[src/rv_isa_pkg.sv]
`default_nettype none

package rv_isa_pkg;

  // instruction classes as kept in the reorder buffer
  typedef enum logic [3:0] {
    OP,
    OPIMM,
    LUI,
    JAL,
    JALR,
    LOAD,
    STORE,
    BRANCH,
    MUL,
    DIV
  } itype_e;

  // rv32i major opcodes, bits [6:0] of the instruction word
  localparam logic [6:0] OPC_OP     = 7'b0110011;
  localparam logic [6:0] OPC_OPIMM  = 7'b0010011;
  localparam logic [6:0] OPC_LUI    = 7'b0110111;
  localparam logic [6:0] OPC_JAL    = 7'b1101111;
  localparam logic [6:0] OPC_JALR   = 7'b1100111;
  localparam logic [6:0] OPC_LOAD   = 7'b0000011;
  localparam logic [6:0] OPC_STORE  = 7'b0100011;
  localparam logic [6:0] OPC_BRANCH = 7'b1100011;

  // m extension lives under OP with this funct7
  localparam logic [6:0] FUNCT7_MULDIV = 7'b0000001;

  // architectural register file shape
  localparam int REG_ADDR_W = 5;
  localparam int NUM_REGS   = 32;

endpackage

`default_nettype wire

[src/rob_pkg.sv]
`default_nettype none

package rob_pkg;

  // data path width
  localparam int XLEN = 32;

  // eight entries, three index bits
  localparam int ROB_SIZE = 8;
  localparam int ROB_IX_W = 3;

  // slot index into the entry arrays
  typedef logic [ROB_IX_W-1:0] rob_ix_t;

  // head and tail pointers carry one extra wrap bit
  // so tail - head gives the occupancy directly
  // and 8 entries is distinct from empty
  typedef logic [ROB_IX_W:0] rob_ptr_t;

endpackage

`default_nettype wire

[src/rob_ifs.sv]
`timescale 1ns/1ps
`default_nettype none

// issue unit to reorder buffer allocation path
interface issue_if;
  import rv_isa_pkg::*;
  import rob_pkg::*;

  logic              valid;
  itype_e            itype;
  logic [XLEN-1:0]   value;
  logic [XLEN-1:0]   dest;
  // current tail slot and full level from the buffer
  rob_ix_t           rob_ix;
  logic              rob_full;

  modport producer (output valid, itype, value, dest, input rob_ix, rob_full);
  modport buffer (input valid, itype, value, dest, output rob_ix, rob_full);
endinterface

// reorder buffer head to retire path
interface commit_if;
  import rv_isa_pkg::*;
  import rob_pkg::*;

  // one cycle per entry for non-store classes
  logic              commit;
  // held until acknowledged
  logic              store_valid;
  logic              store_ack;
  rob_ix_t           ix;
  itype_e            itype;
  logic [XLEN-1:0]   value;
  logic [XLEN-1:0]   dest;

  modport buffer (output commit, store_valid, ix, itype, value, dest, input store_ack);
  modport retire (input commit, store_valid, ix, itype, value, dest, output store_ack);
endinterface

`default_nettype wire

[src/issue_unit.sv]
`timescale 1ns/1ps
`default_nettype none

module issue_unit (
  input  wire logic                            clk_in,
  input  wire logic                            rst_in,
  input  wire logic                            instr_valid_in,
  input  wire logic [6:0]                      opcode_in,
  input  wire logic [6:0]                      funct7_in,
  input  wire logic [rv_isa_pkg::REG_ADDR_W-1:0] rd_in,
  input  wire logic [rob_pkg::XLEN-1:0]        imm_in,
  input  wire logic                            pred_taken_in,
  input  wire logic [rob_pkg::XLEN-1:0]        target_in,
  output logic                                 busy_out,
  output rob_pkg::rob_ix_t                     issue_ix_out,
  issue_if.producer                            issue
);
  import rv_isa_pkg::*;
  import rob_pkg::*;

  itype_e          itype_d;
  logic [XLEN-1:0] value_d;
  logic [XLEN-1:0] dest_d;

  // one-entry holding register
  logic            held_q;
  itype_e          itype_q;
  logic [XLEN-1:0] value_q;
  logic [XLEN-1:0] dest_q;

  // opcode to class, unknown opcodes fall back to OP
  // r-type has no immediate, so funct3 rides in imm_in[2:0]
  always_comb begin
    unique case (opcode_in)
      OPC_OP:     begin
        if (funct7_in == FUNCT7_MULDIV) begin
          // funct3 bit 2 set is div/rem
          itype_d = imm_in[2] ? DIV : MUL;
        end else begin
          itype_d = OP;
        end
      end
      OPC_OPIMM:  itype_d = OPIMM;
      OPC_LUI:    itype_d = LUI;
      OPC_JAL:    itype_d = JAL;
      OPC_JALR:   itype_d = JALR;
      OPC_LOAD:   itype_d = LOAD;
      OPC_STORE:  itype_d = STORE;
      OPC_BRANCH: itype_d = BRANCH;
      default:    itype_d = OP;
    endcase
  end

  // entry payload per class
  always_comb begin
    value_d = imm_in;
    dest_d  = XLEN'(rd_in);
    case (itype_d)
      // predicted outcome and target
      BRANCH: begin
        value_d = XLEN'(pred_taken_in);
        dest_d  = target_in;
      end
      // offset now, base added on the CDB write
      STORE:  dest_d = imm_in;
      default: ;
    endcase
  end

  always_ff @(posedge clk_in) begin
    if (rst_in) begin
      held_q <= 1'b0;
    end else if (held_q) begin
      // released once the buffer has room
      if (!issue.rob_full) begin
        held_q <= 1'b0;
      end
    end else if (instr_valid_in) begin
      held_q <= 1'b1;
    end
  end

  // payload and issued index carry no reset
  always_ff @(posedge clk_in) begin
    if (!held_q && instr_valid_in) begin
      itype_q <= itype_d;
      value_q <= value_d;
      dest_q  <= dest_d;
    end
    if (held_q && !issue.rob_full) begin
      issue_ix_out <= issue.rob_ix;
    end
  end

  assign busy_out    = held_q;
  assign issue.valid = held_q;
  assign issue.itype = itype_q;
  assign issue.value = value_q;
  assign issue.dest  = dest_q;

endmodule

`default_nettype wire

[src/rob.sv]
`timescale 1ns/1ps
`default_nettype none

module rob (
  input  wire logic                     clk_in,
  input  wire logic                     rst_in,
  issue_if.buffer                       issue,
  commit_if.buffer                      commit,
  // common data bus write-back
  input  wire logic                     cdb_valid_in,
  input  wire rob_pkg::rob_ix_t         cdb_ix_in,
  input  wire logic [rob_pkg::XLEN-1:0] cdb_value_in,
  input  wire logic [rob_pkg::XLEN-1:0] cdb_dest_in,
  // operand lookups from decode
  input  wire rob_pkg::rob_ix_t         lookup1_ix_in,
  input  wire rob_pkg::rob_ix_t         lookup2_ix_in,
  output logic [rob_pkg::XLEN-1:0]      lookup1_value_out,
  output logic                          lookup1_ready_out,
  output logic [rob_pkg::XLEN-1:0]      lookup2_value_out,
  output logic                          lookup2_ready_out,
  // fetch redirect on mispredict
  output logic                          redirect_out,
  output logic [rob_pkg::XLEN-1:0]      redirect_pc_out
);
  import rv_isa_pkg::*;
  import rob_pkg::*;

  // entry storage
  itype_e              itype_q [ROB_SIZE];
  logic [XLEN-1:0]     value_q [ROB_SIZE];
  logic [XLEN-1:0]     dest_q  [ROB_SIZE];
  logic [ROB_SIZE-1:0] ready_q;

  rob_ptr_t head_q;
  rob_ptr_t tail_q;
  rob_ptr_t count;
  rob_ix_t  head_ix;
  rob_ix_t  tail_ix;
  rob_ix_t  cdb_off;
  logic     full;
  logic     alloc;
  logic     cdb_live;
  logic     mispredict;
  logic     head_ok;
  logic     advance;

  assign head_ix = head_q[ROB_IX_W-1:0];
  assign tail_ix = tail_q[ROB_IX_W-1:0];
  assign count   = tail_q - head_q;
  assign full    = (count == rob_ptr_t'(ROB_SIZE));
  assign alloc   = issue.valid && !full;

  // distance of the cdb slot from head, only live entries take a write
  assign cdb_off  = cdb_ix_in - head_ix;
  assign cdb_live = cdb_valid_in && ({1'b0, cdb_off} < count) && !ready_q[cdb_ix_in];

  // outcome bit against the prediction stored at issue
  assign mispredict = cdb_live && (itype_q[cdb_ix_in] == BRANCH)
                      && (value_q[cdb_ix_in][0] != cdb_value_in[0]);

  // head presentation, split by class
  assign head_ok            = (count != '0) && ready_q[head_ix];
  assign commit.commit      = head_ok && (itype_q[head_ix] != STORE);
  assign commit.store_valid = head_ok && (itype_q[head_ix] == STORE);
  assign commit.ix          = head_ix;
  assign commit.itype       = itype_q[head_ix];
  assign commit.value       = value_q[head_ix];
  assign commit.dest        = dest_q[head_ix];

  // store waits for the ack, others go in one cycle
  assign advance = commit.commit || (commit.store_valid && commit.store_ack);

  assign issue.rob_ix   = tail_ix;
  assign issue.rob_full = full;

  // operand bypass for decode
  assign lookup1_value_out = value_q[lookup1_ix_in];
  assign lookup1_ready_out = ready_q[lookup1_ix_in];
  assign lookup2_value_out = value_q[lookup2_ix_in];
  assign lookup2_ready_out = ready_q[lookup2_ix_in];

  // pointers, ready bits, redirect strobe
  always_ff @(posedge clk_in) begin
    if (rst_in) begin
      head_q       <= '0;
      tail_q       <= '0;
      ready_q      <= '0;
      redirect_out <= 1'b0;
    end else begin
      redirect_out <= mispredict;
      if (advance) begin
        head_q <= head_q + 1'b1;
      end
      if (alloc) begin
        ready_q[tail_ix] <= 1'b0;
      end
      if (cdb_live) begin
        ready_q[cdb_ix_in] <= 1'b1;
      end
      // squash: tail lands just past the branch, wrap bit kept from head
      if (mispredict) begin
        tail_q <= head_q + {1'b0, cdb_off} + 1'b1;
      end else if (alloc) begin
        tail_q <= tail_q + 1'b1;
      end
    end
  end

  // entry payload
  always_ff @(posedge clk_in) begin
    if (alloc) begin
      itype_q[tail_ix] <= issue.itype;
      value_q[tail_ix] <= issue.value;
      dest_q[tail_ix]  <= issue.dest;
    end
    if (cdb_live) begin
      value_q[cdb_ix_in] <= cdb_value_in;
      // base plus the offset recorded at issue
      if (itype_q[cdb_ix_in] == STORE) begin
        dest_q[cdb_ix_in] <= dest_q[cdb_ix_in] + cdb_dest_in;
      end
    end
    if (mispredict) begin
      redirect_pc_out <= dest_q[cdb_ix_in];
    end
  end

endmodule

`default_nettype wire

[src/commit_unit.sv]
`timescale 1ns/1ps
`default_nettype none

module commit_unit (
  input  wire logic                              clk_in,
  input  wire logic                              rst_in,
  commit_if.retire                               commit,
  // store port to memory
  output logic                                   store_valid_out,
  output logic [rob_pkg::XLEN-1:0]               store_addr_out,
  output logic [rob_pkg::XLEN-1:0]               store_data_out,
  input  wire logic                              store_ack_in,
  // register file read port
  input  wire logic [rv_isa_pkg::REG_ADDR_W-1:0] reg_addr_in,
  output logic [rob_pkg::XLEN-1:0]               reg_data_out,
  output logic                                   retire_out
);
  import rv_isa_pkg::*;
  import rob_pkg::*;

  // architectural registers, x0 handled on read and write
  logic [XLEN-1:0]       regs [NUM_REGS];
  logic [REG_ADDR_W-1:0] wr_addr;
  logic                  wr_en;
  logic                  store_done;

  // dest holds the register index for writing classes
  assign wr_addr = commit.dest[REG_ADDR_W-1:0];

  // branches retire without a write, x0 never written
  assign wr_en = commit.commit && (commit.itype != BRANCH) && (wr_addr != '0);

  always_ff @(posedge clk_in) begin
    if (wr_en) begin
      regs[wr_addr] <= commit.value;
    end
  end

  assign reg_data_out = (reg_addr_in == '0) ? '0 : regs[reg_addr_in];

  // store level straight out, address after the cdb base add
  assign store_valid_out = commit.store_valid;
  assign store_addr_out  = commit.dest;
  assign store_data_out  = commit.value;

  // ack only counts while a store is offered
  assign commit.store_ack = store_ack_in && commit.store_valid;
  assign store_done       = commit.store_valid && store_ack_in;

  // one pulse per retired entry, same edge as the regfile write
  always_ff @(posedge clk_in) begin
    if (rst_in) begin
      retire_out <= 1'b0;
    end else begin
      retire_out <= commit.commit || store_done;
    end
  end

endmodule

`default_nettype wire

[src/ooo_commit_top.sv]
`timescale 1ns/1ps
`default_nettype none

module ooo_commit_top (
  input  wire logic                              clk_in,
  input  wire logic                              rst_in,
  // decoded instruction
  input  wire logic                              instr_valid_in,
  input  wire logic [6:0]                        opcode_in,
  input  wire logic [6:0]                        funct7_in,
  input  wire logic [rv_isa_pkg::REG_ADDR_W-1:0] rd_in,
  input  wire logic [rob_pkg::XLEN-1:0]          imm_in,
  input  wire logic                              pred_taken_in,
  input  wire logic [rob_pkg::XLEN-1:0]          target_in,
  output logic                                   issue_busy_out,
  output rob_pkg::rob_ix_t                       issue_ix_out,
  output logic                                   rob_full_out,
  // common data bus
  input  wire logic                              cdb_valid_in,
  input  wire rob_pkg::rob_ix_t                  cdb_ix_in,
  input  wire logic [rob_pkg::XLEN-1:0]          cdb_value_in,
  input  wire logic [rob_pkg::XLEN-1:0]          cdb_dest_in,
  // operand lookups
  input  wire rob_pkg::rob_ix_t                  lookup1_ix_in,
  input  wire rob_pkg::rob_ix_t                  lookup2_ix_in,
  output logic [rob_pkg::XLEN-1:0]               lookup1_value_out,
  output logic                                   lookup1_ready_out,
  output logic [rob_pkg::XLEN-1:0]               lookup2_value_out,
  output logic                                   lookup2_ready_out,
  // store port
  output logic                                   store_valid_out,
  output logic [rob_pkg::XLEN-1:0]               store_addr_out,
  output logic [rob_pkg::XLEN-1:0]               store_data_out,
  input  wire logic                              store_ack_in,
  // fetch redirect
  output logic                                   redirect_out,
  output logic [rob_pkg::XLEN-1:0]               redirect_pc_out,
  // register file read and retire strobe
  input  wire logic [rv_isa_pkg::REG_ADDR_W-1:0] reg_addr_in,
  output logic [rob_pkg::XLEN-1:0]               reg_data_out,
  output logic                                   retire_out
);

  issue_if  issue_bus ();
  commit_if commit_bus ();

  // full level is shared with the issue unit's hold logic
  assign rob_full_out = issue_bus.rob_full;

  issue_unit issue_unit_i (
    .clk_in         (clk_in),
    .rst_in         (rst_in),
    .instr_valid_in (instr_valid_in),
    .opcode_in      (opcode_in),
    .funct7_in      (funct7_in),
    .rd_in          (rd_in),
    .imm_in         (imm_in),
    .pred_taken_in  (pred_taken_in),
    .target_in      (target_in),
    .busy_out       (issue_busy_out),
    .issue_ix_out   (issue_ix_out),
    .issue          (issue_bus.producer)
  );

  rob rob_i (
    .clk_in            (clk_in),
    .rst_in            (rst_in),
    .issue             (issue_bus.buffer),
    .commit            (commit_bus.buffer),
    .cdb_valid_in      (cdb_valid_in),
    .cdb_ix_in         (cdb_ix_in),
    .cdb_value_in      (cdb_value_in),
    .cdb_dest_in       (cdb_dest_in),
    .lookup1_ix_in     (lookup1_ix_in),
    .lookup2_ix_in     (lookup2_ix_in),
    .lookup1_value_out (lookup1_value_out),
    .lookup1_ready_out (lookup1_ready_out),
    .lookup2_value_out (lookup2_value_out),
    .lookup2_ready_out (lookup2_ready_out),
    .redirect_out      (redirect_out),
    .redirect_pc_out   (redirect_pc_out)
  );

  commit_unit commit_unit_i (
    .clk_in          (clk_in),
    .rst_in          (rst_in),
    .commit          (commit_bus.retire),
    .store_valid_out (store_valid_out),
    .store_addr_out  (store_addr_out),
    .store_data_out  (store_data_out),
    .store_ack_in    (store_ack_in),
    .reg_addr_in     (reg_addr_in),
    .reg_data_out    (reg_data_out),
    .retire_out      (retire_out)
  );

endmodule

`default_nettype wire

[config.mk]
export PLATFORM = sky130hd
export DESIGN_NAME = ooo_commit_top
export DESIGN_NICKNAME = d
export VERILOG_FILES = /design/src/rv_isa_pkg.sv /design/src/rob_pkg.sv /design/src/rob_ifs.sv /design/src/issue_unit.sv /design/src/rob.sv /design/src/commit_unit.sv /design/src/ooo_commit_top.sv
export SDC_FILE = /design/constraint.sdc
export NUM_CORES = 2
export LEC_CHECK = 0
export BUFFER_PORTS_ARGS = -buffer_cell sky130_fd_sc_hd__clkbuf_2
export CELL_PAD_IN_SITES_DETAIL_PLACEMENT = 1
export CELL_PAD_IN_SITES_GLOBAL_PLACEMENT = 1
export CORE_MARGIN = 2
export CORE_UTILIZATION = 55
export DETAILED_ROUTE_END_ITERATION = 8
export PLACE_DENSITY_LB_ADDON = 0.1
export SYNTH_ARGS = -nofsm -noshare
export SYNTH_HDL_FRONTEND = slang
export SYNTH_SLANG_ARGS = --single-unit
[constraint.sdc]
create_clock -name clk_in -period 14.2 [get_ports clk_in]
set_clock_uncertainty 0.05 [all_clocks]
set_input_delay 4.26 -clock clk_in [delete_from_list [all_inputs] [get_ports clk_in]]
set_output_delay 4.26 -clock clk_in [all_outputs]
set_load 0.02 [all_outputs]
==> impl_metrics.py <==
metrics = {
    "floorplan": {
        "rows": 138,
        "fp.coreArea_um2": 142000,
        "start_util": 0.555,
        "die_y_um": 382,
        "die-width_um": 382,
        "io_pins": 369,
        "dieArea_um2": 146000,
    },
    "synth": {
        "synth_edf_count": 1671,
        "ys_ff_latch": 1693,
        "synth_area_um2": 78600,
        "synth_warnings": 0,
        "synth_cells": 4439,
        "synth.largest_area_cell": "edfxtp_1",
        "syn_avg_cell_area_um2": 17.7,
        "synthArstFlopShare": 0,
        "synth_flop_cell": "edfxtp_1",
        "seq_area_frac_synth": 0.644,
        "ys_types": 72,
        "synth_area_leaders": "edfxtp_1, mux4_2, mux2_2",
        "synth_top_area_frac": 0.638,
    },
    "worst_hold_path": {
        "hold_class": "reg -> reg",
    },
    "cts": {
        "clockBufferDepth": 3,
        "cts-root-buf": "clkbuf_16",
        "cts_hold_buf": 0,
        "post_cts_buffers": 0,
        "cts_tree": "done",
        "cts_buffers": 175,
        "cts_num_sinks": 1693,
        "clock_latency_ps": 830,
        "cts_max_level": 4,
        "cts.reportedPaths.clkPinSlew_ps": 60,
        "cts_resized": 0,
    },
    "worst_setup_path": {
        "cp.required_ps": 9890,
        "r2r-end": "commit_unit_i.regs[24][26]",
        "end_kind": "output port",
        "cp-startpoint": "reg_addr_in[0]",
        "path_common_cell": "mux4_2",
        "cp.depth": 7,
        "path_delay_family": "multiplexers",
        "crit_chain": "buf_8 -> buf_12 -> mux4_2 -> mux4_2 -> mux2i_1 -> nor2_1 -> clkbuf_2",
        "cp.arrival_ps": 7310,
        "crit_end": "reg_data_out[3]",
        "slowest_delay_ps": 640,
        "worst-r2r-setup-slack_ps": 8450,
        "crit_buf_inv": 3,
        "worst-path-max-fanout": 77,
        "critical_path_class": "in -> out",
        "ff2ff_path_depth": 7,
        "cp-start-kind": "input port",
        "cp_slowest_cell": "buf_8",
    },
    "global_routing": {
        "grt_overflow": 0,
        "antenna_found_initial": 19,
        "grt_pass1_wl_mm": 357,
        "grt_pass1_vias": 48800,
        "grt_usage": 0.347,
        "grt_max_degree": 99,
    },
    "power": {
        "leakagePower_uw": 0.0293,
        "vdd_ir_drop_max_mv": 0.118,
        "finalPower_uw": 11200,
        "powerDensity_nw_per_um2": 126,
    },
    "detailed_routing": {
        "routed_wl_mm": 254,
        "drc": 0,
        "drt_pre_antenna_iters": 6,
        "vias": 47400,
        "wl_per_cell_um": 37.1,
        "wl_met3_mm": 25.3,
        "wl_met2_mm": 125,
        "wl_met1_mm": 93.2,
        "ant_nets": 0,
        "drt_iter0_markers": 5765,
        "viasPerCell": 6.92,
        "dr.max_layer_used": "met5",
    },
    "place": {
        "hpwlAfterDp_mm": 147,
        "placed_cells": 6511,
        "gp_congestion": 0.865,
        "portBuffers": 368,
        "detailed_place.area_um2": 82900,
    },
    "status": {
        "outcome": "completed",
    },
    "sta": {
        "fin_crit_sh": 0.818,
        "clock.fmax_mhz": 86.1,
        "finalSetupTns_ps": 0,
        "period_minus_slack_ps": 11620,
        "rsz0062_at_grt": "no",
        "tightest_slew_ps": 1370,
        "maxSlewHeadroom": 0.0827,
        "setup_viol": 0,
        "slew_viol_final": 0,
        "finalHoldViolations": 0,
    },
    "cells_and_area": {
        "final_cell_area_um2": 88500,
        "fin_nets": 5010,
        "syn_to_final_growth_pct": 12.6,
        "drive_gt1_frac": 0.378,
        "stdcell_count": 6843,
    },
    "job": {
        "maxCapViolations": 0,
    },
}
## sequential cells by signal (all words and copies together), names as in the netlist, named ones only
name                       cells
rob_i.redirect_out             1
rob_i.head_q                   4
issue_unit_i.issue.value      32
rob_i.dest_q                 256
issue_unit_i.issue_ix_out      3
rob_i.value_q                256
rob_i.redirect_pc_out         32
rob_i.tail_q                   4
commit_unit_i.retire_out       1
issue_unit_i.busy_out          1
issue_unit_i.issue.itype       4
rob_i.itype_q                 32
issue_unit_i.issue.dest       32
commit_unit_i.regs          1024
rob_i.ready_q                  8
## synth_stat cells, types with 11 or more instances
cell type,count
mux4_2,589
a21oi_1,50
nand2b_1,18
dfxtp_1,22
nand3_1,53
edfxtp_1,1671
nand4_1,63
buf_1,82
or3_1,13
inv_1,42
clkbuf_1,180
o21ai_0,116
nand2_1,326
nor3_1,11
a21o_1,12
nor2_1,139
a22oi_1,117
xor2_1,17
buf_2,62
nor2b_1,11
mux2i_1,75
o21ai_1,31
xnor2_1,19
mux2_2,459
and2_1,36
ha_1,42
a211o_1,34
## through the flow
stage	setup slack [ps]	hold WS, ps	utilization
after global routing	2340	485	0.624
after global placement	2530	440	0.585
final	2580	465	0.624
after floorplan	3190	403	-
after detailed placement	2550	435	0.585
after CTS	2530	464	0.624
## where the power goes
part | switching [µW] | internal (µW)
registers | 46.7 | 5560
clock network | 1990 | 2550
logic | 658 | 378
## cell usage in the layout, fill, tap and decap left out, types with 45 or more instances in the layout
master,synthesis,layout
a21oi_1,50,50
clkbuf_2,0,360
nand2_1,326,306
mux4_2,589,589
a22oi_1,117,117
clkbuf_16,0,177
mux2i_1,75,75
clkinv_1,0,45
edfxtp_1,1671,1671
nor2_1,139,105
mux2_2,459,459
nand3_1,53,53
o21ai_0,116,114
buf_4,2,114
nand4_1,63,63
## worst min path at each step
stage,cells after the start,startpoint,to
2_1_floorplan,0,rob_i.tail_q[0],issue_unit_i.issue_ix_out[0]
3_3_place_gp,2,rob_i.ready_q[7],rob_i.ready_q[7]
3_5_place_dp,0,rob_i.tail_q[0],issue_unit_i.issue_ix_out[0]
4_1_cts,2,rob_i.ready_q[7],rob_i.ready_q[7]
5_1_grt,0,rob_i.tail_q[0],issue_unit_i.issue_ix_out[0]
6_report,0,rob_i.tail_q[0],issue_unit_i.issue_ix_out[0]
## final cells by class
| type | count | area (µm²) |
|---|---|---|
| multi-input cells | 2405 | 27000 |
| clock buffers | 209 | 4550 |
| fillers | 12300 | 53200 |
| repair buffers | 481 | 2790 |
| well taps | 1890 | 2360 |
| diodes | 10 | 25.0 |
| flip-flops and latches | 1693 | 50600 |
| clock inverters | 113 | 1020 |
| inverters | 42 | 158 |
## worst register-to-register path: stages, from the launching register on
cell	delay (ps)
dfxtp_4	910
buf_12	700
mux4_2	740
mux2_2	320
nor3b_1	580
nand3b_1	750
nor2_4	690
buf_4	620
## layer usage
layer  global-route usage  vias to the layer above
li1                     -                    18900
met1                0.462                    25000
met2                0.568                     2861
met3               0.0697                      583
met4                0.135                       12
met5                    0                        -
## cell families (layout without fill, tap and decap cells)
kind of cell,after synthesis,after routing,share of synthesized area
DFF,1693,1693,0.644
muxes,1125,1125,0.244
and+or+nand+nor,717,717,0.0429
AOI/OAI and AO/OA,450,450,0.0382
buffers and inverters,372,845,0.0193
adders and majority gates,45,45,0.00745
xor gates and xnor gates,36,36,0.00401
other,1,42,0.0000477
Note: power is estimated with default switching activity, not from simulation.
